`src/logic/video_cfg.svh`:
```
/*
 * video back end configuration
 * frame geometry, register map, bus widths and pipeline depth
 */
`ifndef VIDEO_CFG_SVH
`define VIDEO_CFG_SVH

// ==================================================
// frame geometry, in pixel_clk ticks and lines
`define VID_HTOTAL       384
`define VID_HACTIVE      256
`define VID_HSYNC_START  296
`define VID_HSYNC_END    328
`define VID_VTOTAL       264
`define VID_VACTIVE      224
`define VID_VSYNC_START  240
`define VID_VSYNC_END    243
`define VID_PIPE_DEPTH   2      // pixel in to rgb out

// ==================================================
// cpu register map, word addresses
`define REG_SCROLL_X_LO  0
`define REG_SCROLL_X_HI  1
`define REG_SCROLL_Y     2
`define REG_FLIP         3
`define PAL_BASE         256    // palette window up to the top of the bus
`define WB_ADDR_W        9
`define WB_DATA_W        16

`endif
```
`src/logic/video_pkg.sv`:
```
/*
 * video types
 * beam coordinates, palette index and 12-bit rgb colour
 */
`default_nettype none

package video_pkg;

	// horizontal beam position, 0..383 fits in 9 bits
	typedef logic [8:0] hcoord_t;

	// vertical beam position, low byte of the line counter
	typedef logic [7:0] vcoord_t;

	// palette index as delivered by the layers
	// low bits zero means a transparent pixel
	typedef logic [7:0] colour_idx_t;

	// one palette entry, red in the top nibble
	typedef struct packed {
		logic [3:0] r;
		logic [3:0] g;
		logic [3:0] b;
	} rgb_t;

endpackage

`default_nettype wire

```
`src/logic/vid_timing_if.sv`:
```
/*
 * beam timing bundle
 * flip-mapped position plus the delayed sync and blank strobes
 */
`timescale 1ns/10ps
`default_nettype none

interface vid_timing_if;
	import video_pkg::*;

	hcoord_t hpix;      // flip-mapped beam x
	vcoord_t vpix;      // flip-mapped beam y
	logic    flip;
	logic    hblank_d;  // strobes below already match the pixel pipe
	logic    vblank_d;
	logic    hsync_d;
	logic    vsync_d;

	modport ctrl (output hpix, vpix, flip, hblank_d, vblank_d, hsync_d, vsync_d);
	modport dp   (input  hpix, vpix, flip, hblank_d, vblank_d, hsync_d, vsync_d);

endinterface

`default_nettype wire

```
`src/logic/video_top.sv`:
```
/*
 * video back end top level
 * timing, cpu registers, scroll, layer mix and palette lookup
 */
`timescale 1ns/10ps
`default_nettype none
`include "video_cfg.svh"

module video_top (
	input  logic                   pixel_clk,
	input  logic                   RESET_n,
	input  logic                   wb_cyc_i,
	input  logic                   wb_stb_i,
	input  logic                   wb_we_i,
	input  logic [`WB_ADDR_W-1:0]  wb_adr_i,
	input  logic [`WB_DATA_W-1:0]  wb_dat_i,
	output logic [`WB_DATA_W-1:0]  wb_dat_o,
	output logic                   wb_ack_o,
	input  video_pkg::colour_idx_t fg_pix_i,
	input  video_pkg::colour_idx_t sp_pix_i,
	input  video_pkg::colour_idx_t bg_pix_i,
	output logic [3:0]             red_o,
	output logic [3:0]             green_o,
	output logic [3:0]             blue_o,
	output logic                   hsync_o,
	output logic                   vsync_o,
	output logic                   hblank_o,
	output logic                   vblank_o,
	output video_pkg::hcoord_t     bg_hpos_o,
	output video_pkg::vcoord_t     bg_vpos_o
);
	import video_pkg::*;

	hcoord_t     scroll_x;
	vcoord_t     scroll_y;
	logic        flip;
	logic        pal_we;
	colour_idx_t pal_addr;
	rgb_t        pal_data;
	colour_idx_t colour;
	rgb_t        rgb;

	vid_timing_if tim0 ();

	video_timing_ctrl timing0 (
		.pixel_clk (pixel_clk),
		.RESET_n   (RESET_n),
		.flip_i    (flip),
		.tim       (tim0.ctrl)
	);

	video_regs regs0 (
		.pixel_clk  (pixel_clk),
		.RESET_n    (RESET_n),
		.wb_cyc_i   (wb_cyc_i),
		.wb_stb_i   (wb_stb_i),
		.wb_we_i    (wb_we_i),
		.wb_adr_i   (wb_adr_i),
		.wb_dat_i   (wb_dat_i),
		.wb_dat_o   (wb_dat_o),
		.wb_ack_o   (wb_ack_o),
		.scroll_x_o (scroll_x),
		.scroll_y_o (scroll_y),
		.flip_o     (flip),
		.pal_we_o   (pal_we),
		.pal_addr_o (pal_addr),
		.pal_data_o (pal_data)
	);

	scroll_unit scroll0 (
		.pixel_clk  (pixel_clk),
		.RESET_n    (RESET_n),
		.tim        (tim0.dp),
		.scroll_x_i (scroll_x),
		.scroll_y_i (scroll_y),
		.bg_hpos_o  (bg_hpos_o),
		.bg_vpos_o  (bg_vpos_o)
	);

	layer_mixer mixer0 (
		.pixel_clk (pixel_clk),
		.RESET_n   (RESET_n),
		.fg_pix_i  (fg_pix_i),
		.sp_pix_i  (sp_pix_i),
		.bg_pix_i  (bg_pix_i),
		.colour_o  (colour)
	);

	colour_palette palette0 (
		.pixel_clk (pixel_clk),
		.colour_i  (colour),
		.we_i      (pal_we),
		.waddr_i   (pal_addr),
		.wdata_i   (pal_data),
		.rgb_o     (rgb)
	);

	// rgb and strobes leave together, two clocks after the layer pixels
	assign red_o    = rgb.r;
	assign green_o  = rgb.g;
	assign blue_o   = rgb.b;
	assign hsync_o  = tim0.hsync_d;
	assign vsync_o  = tim0.vsync_d;
	assign hblank_o = tim0.hblank_d;
	assign vblank_o = tim0.vblank_d;

endmodule

`default_nettype wire

```
`src/logic/colour_palette.sv`:
```
/*
 * colour lookup RAM
 * 256 entries of 12-bit rgb, registered read, cpu write port
 */
`timescale 1ns/10ps
`default_nettype none

module colour_palette (
	input  logic                   pixel_clk,
	input  video_pkg::colour_idx_t colour_i,
	input  logic                   we_i,
	input  video_pkg::colour_idx_t waddr_i,
	input  video_pkg::rgb_t        wdata_i,
	output video_pkg::rgb_t        rgb_o
);
	import video_pkg::*;

	localparam int DEPTH = 2 ** $bits(colour_idx_t);

	rgb_t mem [DEPTH];

	// ==================================================
	// one write port, one read port
	// a write to the entry being read shows on the next lookup
	always_ff @(posedge pixel_clk) begin
		if (we_i)
			mem[waddr_i] <= wdata_i;
		rgb_o <= mem[colour_i];
	end

endmodule

`default_nettype wire

```
`src/logic/layer_mixer.sv`:
```
/*
 * layer priority mixer
 * foreground over sprites over background, chosen by transparency
 */
`timescale 1ns/10ps
`default_nettype none

module layer_mixer (
	input  logic                   pixel_clk,
	input  logic                   RESET_n,
	input  video_pkg::colour_idx_t fg_pix_i,
	input  video_pkg::colour_idx_t sp_pix_i,
	input  video_pkg::colour_idx_t bg_pix_i,
	output video_pkg::colour_idx_t colour_o
);
	import video_pkg::*;

	logic        fg_opaque;
	logic        sp_opaque;
	colour_idx_t winner;

	assign fg_opaque = |fg_pix_i[1:0];  // 2 bpp text layer
	assign sp_opaque = |sp_pix_i[3:0];  // 4 bpp sprites

	assign winner = fg_opaque ? fg_pix_i :
	                sp_opaque ? sp_pix_i : bg_pix_i;

	always_ff @(posedge pixel_clk or negedge RESET_n) begin
		if (!RESET_n)
			colour_o <= '0;
		else
			colour_o <= winner;
	end

endmodule

`default_nettype wire

```
`src/logic/scroll_unit.sv`:
```
/*
 * background scroll adders
 * beam position plus scroll offsets, one register stage
 */
`timescale 1ns/10ps
`default_nettype none

module scroll_unit (
	input  logic               pixel_clk,
	input  logic               RESET_n,
	vid_timing_if.dp           tim,
	input  video_pkg::hcoord_t scroll_x_i,
	input  video_pkg::vcoord_t scroll_y_i,
	output video_pkg::hcoord_t bg_hpos_o,
	output video_pkg::vcoord_t bg_vpos_o
);
	import video_pkg::*;

	hcoord_t hsum;
	vcoord_t vsum;

	// both sums wrap at the coordinate width
	assign hsum = tim.hpix + scroll_x_i;  // mod 512
	assign vsum = tim.vpix + scroll_y_i;  // mod 256

	always_ff @(posedge pixel_clk or negedge RESET_n) begin
		if (!RESET_n) begin
			bg_hpos_o <= '0;
			bg_vpos_o <= '0;
		end else begin
			bg_hpos_o <= hsum;
			bg_vpos_o <= vsum;
		end
	end

endmodule

`default_nettype wire

```
`src/logic/video_regs.sv`:
```
/*
 * cpu register block, Wishbone classic slave
 * scroll and flip registers, palette writes turned into a write strobe
 */
`timescale 1ns/10ps
`default_nettype none
`include "video_cfg.svh"

module video_regs (
	input  logic                    pixel_clk,
	input  logic                    RESET_n,
	input  logic                    wb_cyc_i,
	input  logic                    wb_stb_i,
	input  logic                    wb_we_i,
	input  logic [`WB_ADDR_W-1:0]   wb_adr_i,
	input  logic [`WB_DATA_W-1:0]   wb_dat_i,
	output logic [`WB_DATA_W-1:0]   wb_dat_o,
	output logic                    wb_ack_o,
	output video_pkg::hcoord_t      scroll_x_o,
	output video_pkg::vcoord_t      scroll_y_o,
	output logic                    flip_o,
	output logic                    pal_we_o,
	output video_pkg::colour_idx_t  pal_addr_o,
	output video_pkg::rgb_t         pal_data_o
);
	import video_pkg::*;

	localparam logic [`WB_ADDR_W-1:0] A_SX_LO = `WB_ADDR_W'(`REG_SCROLL_X_LO);
	localparam logic [`WB_ADDR_W-1:0] A_SX_HI = `WB_ADDR_W'(`REG_SCROLL_X_HI);
	localparam logic [`WB_ADDR_W-1:0] A_SY    = `WB_ADDR_W'(`REG_SCROLL_Y);
	localparam logic [`WB_ADDR_W-1:0] A_FLIP  = `WB_ADDR_W'(`REG_FLIP);
	localparam logic [`WB_ADDR_W-1:0] A_PAL   = `WB_ADDR_W'(`PAL_BASE);

	logic                  req;
	logic                  pal_sel;
	logic [7:0]            sx_lo;
	logic                  sx_hi;   // ninth scroll bit sits in its own latch on the board
	logic [`WB_DATA_W-1:0] rd_data;

	// ack already high means this request is being answered
	assign req     = wb_cyc_i && wb_stb_i && !wb_ack_o;
	assign pal_sel = wb_adr_i >= A_PAL;

	always_comb begin
		case (wb_adr_i)
			A_SX_LO: rd_data = `WB_DATA_W'(sx_lo);
			A_SX_HI: rd_data = `WB_DATA_W'(sx_hi);
			A_SY:    rd_data = `WB_DATA_W'(scroll_y_o);
			A_FLIP:  rd_data = `WB_DATA_W'(flip_o);
			default: rd_data = '0;  // palette is write only
		endcase
	end

	always_ff @(posedge pixel_clk or negedge RESET_n) begin
		if (!RESET_n) begin
			wb_ack_o   <= 1'b0;
			pal_we_o   <= 1'b0;
			sx_lo      <= '0;
			sx_hi      <= 1'b0;
			scroll_y_o <= '0;
			flip_o     <= 1'b0;
		end else begin
			wb_ack_o <= req;
			pal_we_o <= req && wb_we_i && pal_sel;
			if (req && wb_we_i) begin
				case (wb_adr_i)
					A_SX_LO: sx_lo      <= wb_dat_i[7:0];
					A_SX_HI: sx_hi      <= wb_dat_i[0];
					A_SY:    scroll_y_o <= wb_dat_i[7:0];
					A_FLIP:  flip_o     <= wb_dat_i[0];
					default: ;
				endcase
			end
		end
	end

	// data paths, qualified by ack and pal_we
	always_ff @(posedge pixel_clk) begin
		if (req && !wb_we_i)
			wb_dat_o <= rd_data;
		if (req && wb_we_i && pal_sel) begin
			pal_addr_o <= wb_adr_i[7:0];
			pal_data_o <= rgb_t'(wb_dat_i[11:0]);  // r 11:8, g 7:4, b 3:0
		end
	end

	assign scroll_x_o = {sx_hi, sx_lo};

endmodule

`default_nettype wire

```
`src/logic/video_timing_ctrl.sv`:
```
/*
 * video timing controller
 * line and frame counters, screen flip mapping and sync/blank decode,
 * with the strobes delayed to line up with the rgb output
 */
`timescale 1ns/10ps
`default_nettype none
`include "video_cfg.svh"

module video_timing_ctrl (
	input  logic       pixel_clk,
	input  logic       RESET_n,
	input  logic       flip_i,
	vid_timing_if.ctrl tim
);
	import video_pkg::*;

	localparam hcoord_t    H_LAST    = hcoord_t'(`VID_HTOTAL - 1);
	localparam logic [8:0] V_LAST    = 9'(`VID_VTOTAL - 1);
	localparam logic [3:0] STRB_IDLE = 4'b0011;  // blanked, no sync

	hcoord_t    hcnt;
	logic [8:0] vcnt;   // 264 lines need the ninth bit
	logic       flip_q;
	logic [3:0] raw;    // {hsync, vsync, hblank, vblank}
	logic [3:0] dly [`VID_PIPE_DEPTH];

	// ==================================================
	// beam counters
	always_ff @(posedge pixel_clk or negedge RESET_n) begin
		if (!RESET_n) begin
			hcnt <= '0;
			vcnt <= '0;
		end else if (hcnt == H_LAST) begin
			hcnt <= '0;
			vcnt <= (vcnt == V_LAST) ? '0 : vcnt + 9'd1;
		end else begin
			hcnt <= hcnt + 9'd1;
		end
	end

	always_ff @(posedge pixel_clk or negedge RESET_n) begin
		if (!RESET_n)
			flip_q <= 1'b0;
		else
			flip_q <= flip_i;  // new flip seen one clock after the write
	end

	// mirrored screen counts down on both axes
	assign tim.flip = flip_q;
	assign tim.hpix = flip_q ? H_LAST - hcnt : hcnt;
	assign tim.vpix = flip_q ? ~vcnt[7:0] : vcnt[7:0];

	// ==================================================
	// sync and blank windows on the raw counters
	assign raw[3] = (hcnt >= hcoord_t'(`VID_HSYNC_START)) && (hcnt < hcoord_t'(`VID_HSYNC_END));
	assign raw[2] = (vcnt >= 9'(`VID_VSYNC_START)) && (vcnt < 9'(`VID_VSYNC_END));
	assign raw[1] = hcnt >= hcoord_t'(`VID_HACTIVE);
	assign raw[0] = vcnt >= 9'(`VID_VACTIVE);

	// delay line, same depth as mixer plus palette
	always_ff @(posedge pixel_clk or negedge RESET_n) begin
		if (!RESET_n) begin
			for (int i = 0; i < `VID_PIPE_DEPTH; i++) begin
				dly[i] <= STRB_IDLE;
			end
		end else begin
			dly[0] <= raw;
			for (int i = 1; i < `VID_PIPE_DEPTH; i++) begin
				dly[i] <= dly[i-1];
			end
		end
	end

	assign tim.hsync_d  = dly[`VID_PIPE_DEPTH-1][3];
	assign tim.vsync_d  = dly[`VID_PIPE_DEPTH-1][2];
	assign tim.hblank_d = dly[`VID_PIPE_DEPTH-1][1];
	assign tim.vblank_d = dly[`VID_PIPE_DEPTH-1][0];

endmodule

`default_nettype wire

```
`config.mk`:
```
export PLATFORM = sky130hd
export DESIGN_NAME = video_top
export DESIGN_NICKNAME = d
export VERILOG_FILES = /design/src/logic/video_pkg.sv /design/src/logic/vid_timing_if.sv /design/src/logic/video_top.sv /design/src/logic/colour_palette.sv /design/src/logic/layer_mixer.sv /design/src/logic/scroll_unit.sv /design/src/logic/video_regs.sv /design/src/logic/video_timing_ctrl.sv
export VERILOG_INCLUDE_DIRS = /design/src /design/src/logic
export SDC_FILE = /design/constraint.sdc
export NUM_CORES = 2
export LEC_CHECK = 0
export BUFFER_PORTS_ARGS = -buffer_cell sky130_fd_sc_hd__buf_2
export CAP_MARGIN = 5
export CORE_MARGIN = 10
export CORE_UTILIZATION = 35
export DETAILED_ROUTE_END_ITERATION = 8
export GPL_ROUTABILITY_DRIVEN = 0
export PLACE_DENSITY = 0.57
export SLEW_MARGIN = 20
export SYNTH_ARGS = -nofsm -noshare
export SYNTH_HDL_FRONTEND = slang
export SYNTH_SLANG_ARGS = --single-unit
```
`constraint.sdc`:
```
create_clock -name pixel_clk -period 4.4 [get_ports pixel_clk]
set_clock_uncertainty 0.1 [all_clocks]
set_input_delay 0.66 -clock pixel_clk [delete_from_list [all_inputs] [get_ports pixel_clk]]
set_output_delay 0.66 -clock pixel_clk [all_outputs]
set_load 0.01 [all_outputs]
```
## After elaboration in Yosys (flattened, before gate mapping)

Memories as Yosys holds them, arrays and structs flattened. A register that Yosys moved wholly into a read port is not among the register bits.
Cells that the tools add are included.

| storage, ports and cells | value |
|---|---|
| flip-flop bits (word level) | 108 |
| RAM bits | 3,072 |
| memories kept | 1 |

Memories:

| name | words | width | read ports | clocked after Yosys merged registers in | write ports | RTL line | text |
|---|---|---|---|---|---|---|---|
| palette0.mem | 256 | 12 | 1 | 1 | 1 | colour_palette.sv:20 | `rgb_t mem [DEPTH];` |

| cells by class | value |
|---|---|
| $add $sub $neg | 5 |
| magnitude comparators | 7 |
| equality and inequality tests | 5 |
| mux-type cells | 9 |
| bitwise operators | 1 |
| reductions and logical operators | 16 |

Operators with widths:

| operator | count |
|---|---|
| 8-bit case mux with 4 select lines | 1 |
| 9-bit >= comparator (second input constant) | 3 |
| 9-bit 2-to-1 mux | 3 |
| 8-bit 2-to-1 mux | 3 |
| 9-bit by 1-bit adder with 9-bit output (second input constant) | 2 |
| 9-bit by 2-bit equality test with 1-bit output (second input constant) | 2 |
| 9-bit equality test (second input constant) | 2 |
| 9-bit by 8-bit >= comparator with 1-bit output (second input constant) | 2 |
| 9-bit adder | 1 |
| 9-bit by 1-bit equality test with 1-bit output (second input constant) | 1 |
| 9-bit zero test | 1 |
| 9-bit by 8-bit less-than comparator with 1-bit output (second input constant) | 1 |
| 9-bit less-than comparator (second input constant) | 1 |
| 9-bit subtractor (first input constant) | 1 |
| 8-bit adder | 1 |
| 8-bit inverter | 1 |
| 2-bit AND reduction | 4 |
| 1-bit logical AND | 7 |
| 4-bit OR reduction | 1 |
| 1-bit zero test | 2 |
| 1-bit 2-to-1 mux | 2 |
| 2-bit OR reduction | 1 |

## Logic depth before layout (Yosys ltp)

| depth | value |
|---|---|
| depth in word-level cells | 4 |
| mapped depth | 12 |
| depth with buffers taken out | 10 |

## Hierarchy

Synthesis repeated with hierarchy kept, for this count alone.

| unflattened totals | value |
|---|---|
| cell total of the unflattened synthesis | 5,877 |
| area total of the unflattened synthesis | 123,348.3 µm² |

By module, submodules not included:

| module | instances | cells an instance | area an instance (µm²) | seq. area each (µm²) |
|---|---|---|---|---|
| colour_palette | 1 | 5,506 | 118,632.5 | 92,488.7 |
| video_regs | 1 | 109 | 1,880.6 | 1,341.3 |
| video_timing_ctrl | 1 | 130 | 1,412.6 | 680.7 |
| scroll_unit | 1 | 99 | 1,066.0 | 425.4 |
| layer_mixer | 1 | 33 | 356.6 | 200.2 |

## Worst setup path before layout

OpenSTA, ideal clock, no wires.

| path | value |
|---|---|
| kind | flip-flop to flip-flop |
| start | register regs0.pal_data_o[0] in the netlist's numbering |
| end | memory palette0.mem[0][0] in the netlist's numbering (data pin) |
| data arrival time | 3.228 ns |
| setup slack | 0.254 ns |
| cell stages (with the launch flop) | 1 |
| buffers on the path | 0 |
| clock period less this slack | 4.146 ns |
| path through | edfxtp_1 |

RTL lines:

| what | RTL line | text |
|---|---|---|
| start: declaration | video_regs.sv:24 | `output video_pkg::rgb_t pal_data_o` |
| start signal: assignment | video_regs.sv:83 | `pal_data_o <= rgb_t'(wb_dat_i[11:0]);` |
| end: declaration | colour_palette.sv:20 |  |

No word-level cell before the write port.

==> flow_summary.json <==
{
  "wl_per_cell_um": 28.5,
  "critical_path.top_delay_family": "buffers and inverters",
  "max-cap-violations": 0,
  "critPathLaunch": "mixer0.colour_o[0]",
  "drc_errors": 0,
  "crit_path_start_kind": "register",
  "yosysWarnings": 0,
  "power_density_nw_per_um2": 453,
  "drive_gt1_frac": 0.265,
  "cp_num_buf_inv": 4,
  "setup-violations-final": 0,
  "viasPerCell": 5.42,
  "synthDistinctLibCells": 72,
  "timing.hold.ws_ps": 81.4,
  "first_pass_iters": 6,
  "critPathMostFrequentCell": "buf_4",
  "grt_first_pass_wirelength_um": 465000,
  "die_area_um2": 376000,
  "seqCellArea_um2": 95200,
  "grt_usage": 0.168,
  "leakage_nw": 46.3,
  "slew_violations": 0,
  "clockBufferDepth": 4,
  "intPower_mw": 50.7,
  "die_x_um": 613,
  "switchingPower_mw": 14.2,
  "grt_pass1_vias": 62395,
  "holdCritStartpoint": "sp_pix_i[4]",
  "yosys.area_share.adder": 0.00266,
  "wirelength_um": 325000,
  "core_um2": 350000,
  "synth-seq-cells": 3184,
  "multi_input_area_um2": 25900,
  "path_clk_slew_ps": 60,
  "grt_overflow": 0,
  "crit_fanout": 22,
  "status": "complete, no violations",
  "pwr-share-comb": 0.055,
  "setup-tns-final_ps": 0,
  "synth.cell_area_um2": 123000,
  "dr_total_vias": 61824,
  "sequentialPowerShare": 0.510,
  "clock-root-buffer": "clkbuf_16",
  "syn_avg_cell_area_um2": 20.9,
  "hpwl_um": 200000,
  "antenna_found_initial": 20,
  "cts_buffers": 332,
  "required_ps": 5090,
  "worstPathArrival_ps": 4560,
  "first_iter_violations": 7027,
  "endpoint_kind": "register",
  "path_cells": "buf_12 > buf_4 > buf_4 > mux4_2 > a22oi_1 > a21oi_1 > nor4_1 > buf_4 > nor4_1",
  "hold_violations": 0,
  "synth-compound-area-share": 0.0401,
  "synthSimpleGateAreaFrac": 0.0235,
  "numPortBuffers": 91,
  "timing.rr.start": "mixer0.colour_o[0]",
  "slew_headroom": 0.223,
  "period_share": 0.879,
  "synth_edf_count": 3100,
  "tightest_slew_ps": 1160,
  "synthXorXnorAreaFrac": 0.00277,
  "critical_path_class": "register to register",
  "vdd_ir_drop_max_v": 0.000294,
  "swShare": 0.219,
  "grt_setup_unrepaired": "false",
  "synth_ff_type": "edfxtp_1",
  "clk_latency_ps": 940,
  "max_freq_mhz": 258,
  "nets": 6597,
  "cp_slowest_cell": "nor4_1",
  "cts_setup_buffers": 0,
  "final.fill_count": 30417,
  "ant_nets": 0,
  "clkPwrFrac": 0.435,
  "synth_top_family_by_area": "multiplexers",
  "fp.dieH_um": 613,
  "hold_path.class": "input pin to register",
  "slowest_delay_ps": 610,
  "clkSinkCount": 3184,
  "grt_start_max_net_pins": 233,
  "cts_tree": "done",
  "synthArstFlopShare": 0.0226,
  "core.rowCount": 217,
  "min_period_ps": 3870,
  "area_growth_pct": 16.2,
  "seq_area_frac_synth": 0.772,
  "start_util": 0.352,
  "syn_inst": 5895,
  "ioPinCount": 104,
  "muxShareOfSynthArea": 0.140,
  "htree_levels": 5
}
sequential cells by signal, indices dropped and copies added, names as in the netlist, 4 cells and up:
register	count
mixer0.colour_o	8
palette0.mem	3072
palette0.rgb_o	12
regs0.pal_addr_o	8
regs0.pal_data_o	12
regs0.scroll_y_o	8
regs0.sx_lo	8
regs0.wb_dat_o	8
scroll0.bg_hpos_o	9
scroll0.bg_vpos_o	8
timing0.dly	4
timing0.hcnt	9
timing0.vcnt	9
worst min-delay path, cell delays in order:
cell and delay (ps):
buf_2 100, mux2i_1 120, o21ai_0 140
final cells by class:
type	instances	area share
Timing Repair Buffer	642	0.0375
Sequential cell	3184	0.664
Tap cell	4599	0.0402
Clock buffer	402	0.0604
Multi-Input combinational cell	2337	0.181
Clock inverter	207	0.0163
Antenna cell	8	0.000140
Inverter	21	0.000550
power by group through the flow:
| stage | clock network, mW | logic, mW | registers, mW |
|---|---|---|---|
| 6_report | 28.3 | 3.54 | 33.1 |
| 5_1_grt | 30.0 | 3.72 | 33.1 |
| 4_1_cts | 28.8 | 3.57 | 33.1 |
| 3_5_place_dp | 0 | 3.54 | 33.8 |
| 3_3_place_gp | 0 | 3.53 | 33.8 |
| 2_1_floorplan | 0 | 2.05 | 33.7 |
cells in the final DEF, fill, tap and decap left out, types with 44 or more instances in the layout:
master and n:
clkinv_2 62, buf_2 90, buf_4 470, mux4_2 632, edfxtp_1 3100, a22oi_1 208
o221ai_1 70, nor2_1 313, clkbuf_1 63, buf_12 54, o21ai_0 50, clkbuf_16 333
mux2i_1 255, a21oi_1 166, nand2_1 97, dfrtp_1 62, o22ai_1 44, clkinv_1 72
cell usage after synthesis, types with 42 or more instances:
master / number / area [um2]
clkbuf_1: 155 / 582
nor2_1: 320 / 1200
edfxtp_1: 3100 / 93100
buf_6: 45 / 507
o22ai_1: 44 / 275
nand2_1: 98 / 368
a22oi_1: 208 / 1560
dfrtp_1: 68 / 1700
mux4_2: 632 / 14200
o221ai_1: 70 / 613
buf_4: 44 / 330
mux2i_1: 255 / 2550
buf_2: 81 / 405
a21oi_1: 166 / 831
o21ai_0: 50 / 250
nand3_1: 42 / 210
per-stage QoR:
stage	instance area, um2	utilization	total power [mW]	setup WS, ps	std cells
2_1_floorplan	123000	-	35.8	254	5902
3_3_place_gp	132000	0.377	37.3	555	10755
3_5_place_dp	132000	0.377	37.3	489	10755
4_1_cts	143000	0.409	65.5	499	11390
5_1_grt	143000	0.409	66.8	389	11394
6_report	143000	0.409	64.9	531	11400
layer usage:
| layer | GRT usage | up-vias | part of all wire |
|---|---|---|---|
| li1 | - | 25858 | - |
| met5 | 0 | - | 0.000052 |
| met4 | 0.0436 | 4 | 0.027 |
| met3 | 0.0335 | 429 | 0.077 |
| met1 | 0.235 | 33142 | 0.42 |
| met2 | 0.271 | 2391 | 0.48 |
worst paths after layout:
| path | to | slack, ps | cells past startpoint |
|---|---|---|---|
| hold / removal | mixer0.colour_o[4] | 80 | 3 |
| setup reg to reg | palette0.rgb_o[4] | 530 | 9 |
| max in group asynchronous | timing0.dly[4] | 3000 | 3 |
| hold reg to reg | timing0.tim.hsync_d | 250 | 0 |
| setup / recovery | palette0.rgb_o[4] | 530 | 9 |
| min in group asynchronous | regs0.scroll_y_o[0] | 190 | 2 |
kinds of logic after synthesis:
kind of cell	count (synthesis)
multiplexers	922
buffers and inverters	381
flip-flops	3184
adder cells (fa/ha/maj)	25
AND/OR/NAND/NOR	634
other	1
XOR/XNOR	39
AO/OA/AOI/OAI	709
repair_timing:
action,4_1_cts,5_1_grt
hold buffers,26,0
hold endpoints to repair,73,0
resized for setup,0,0
Note: power is estimated with default switching activity, not from simulation.
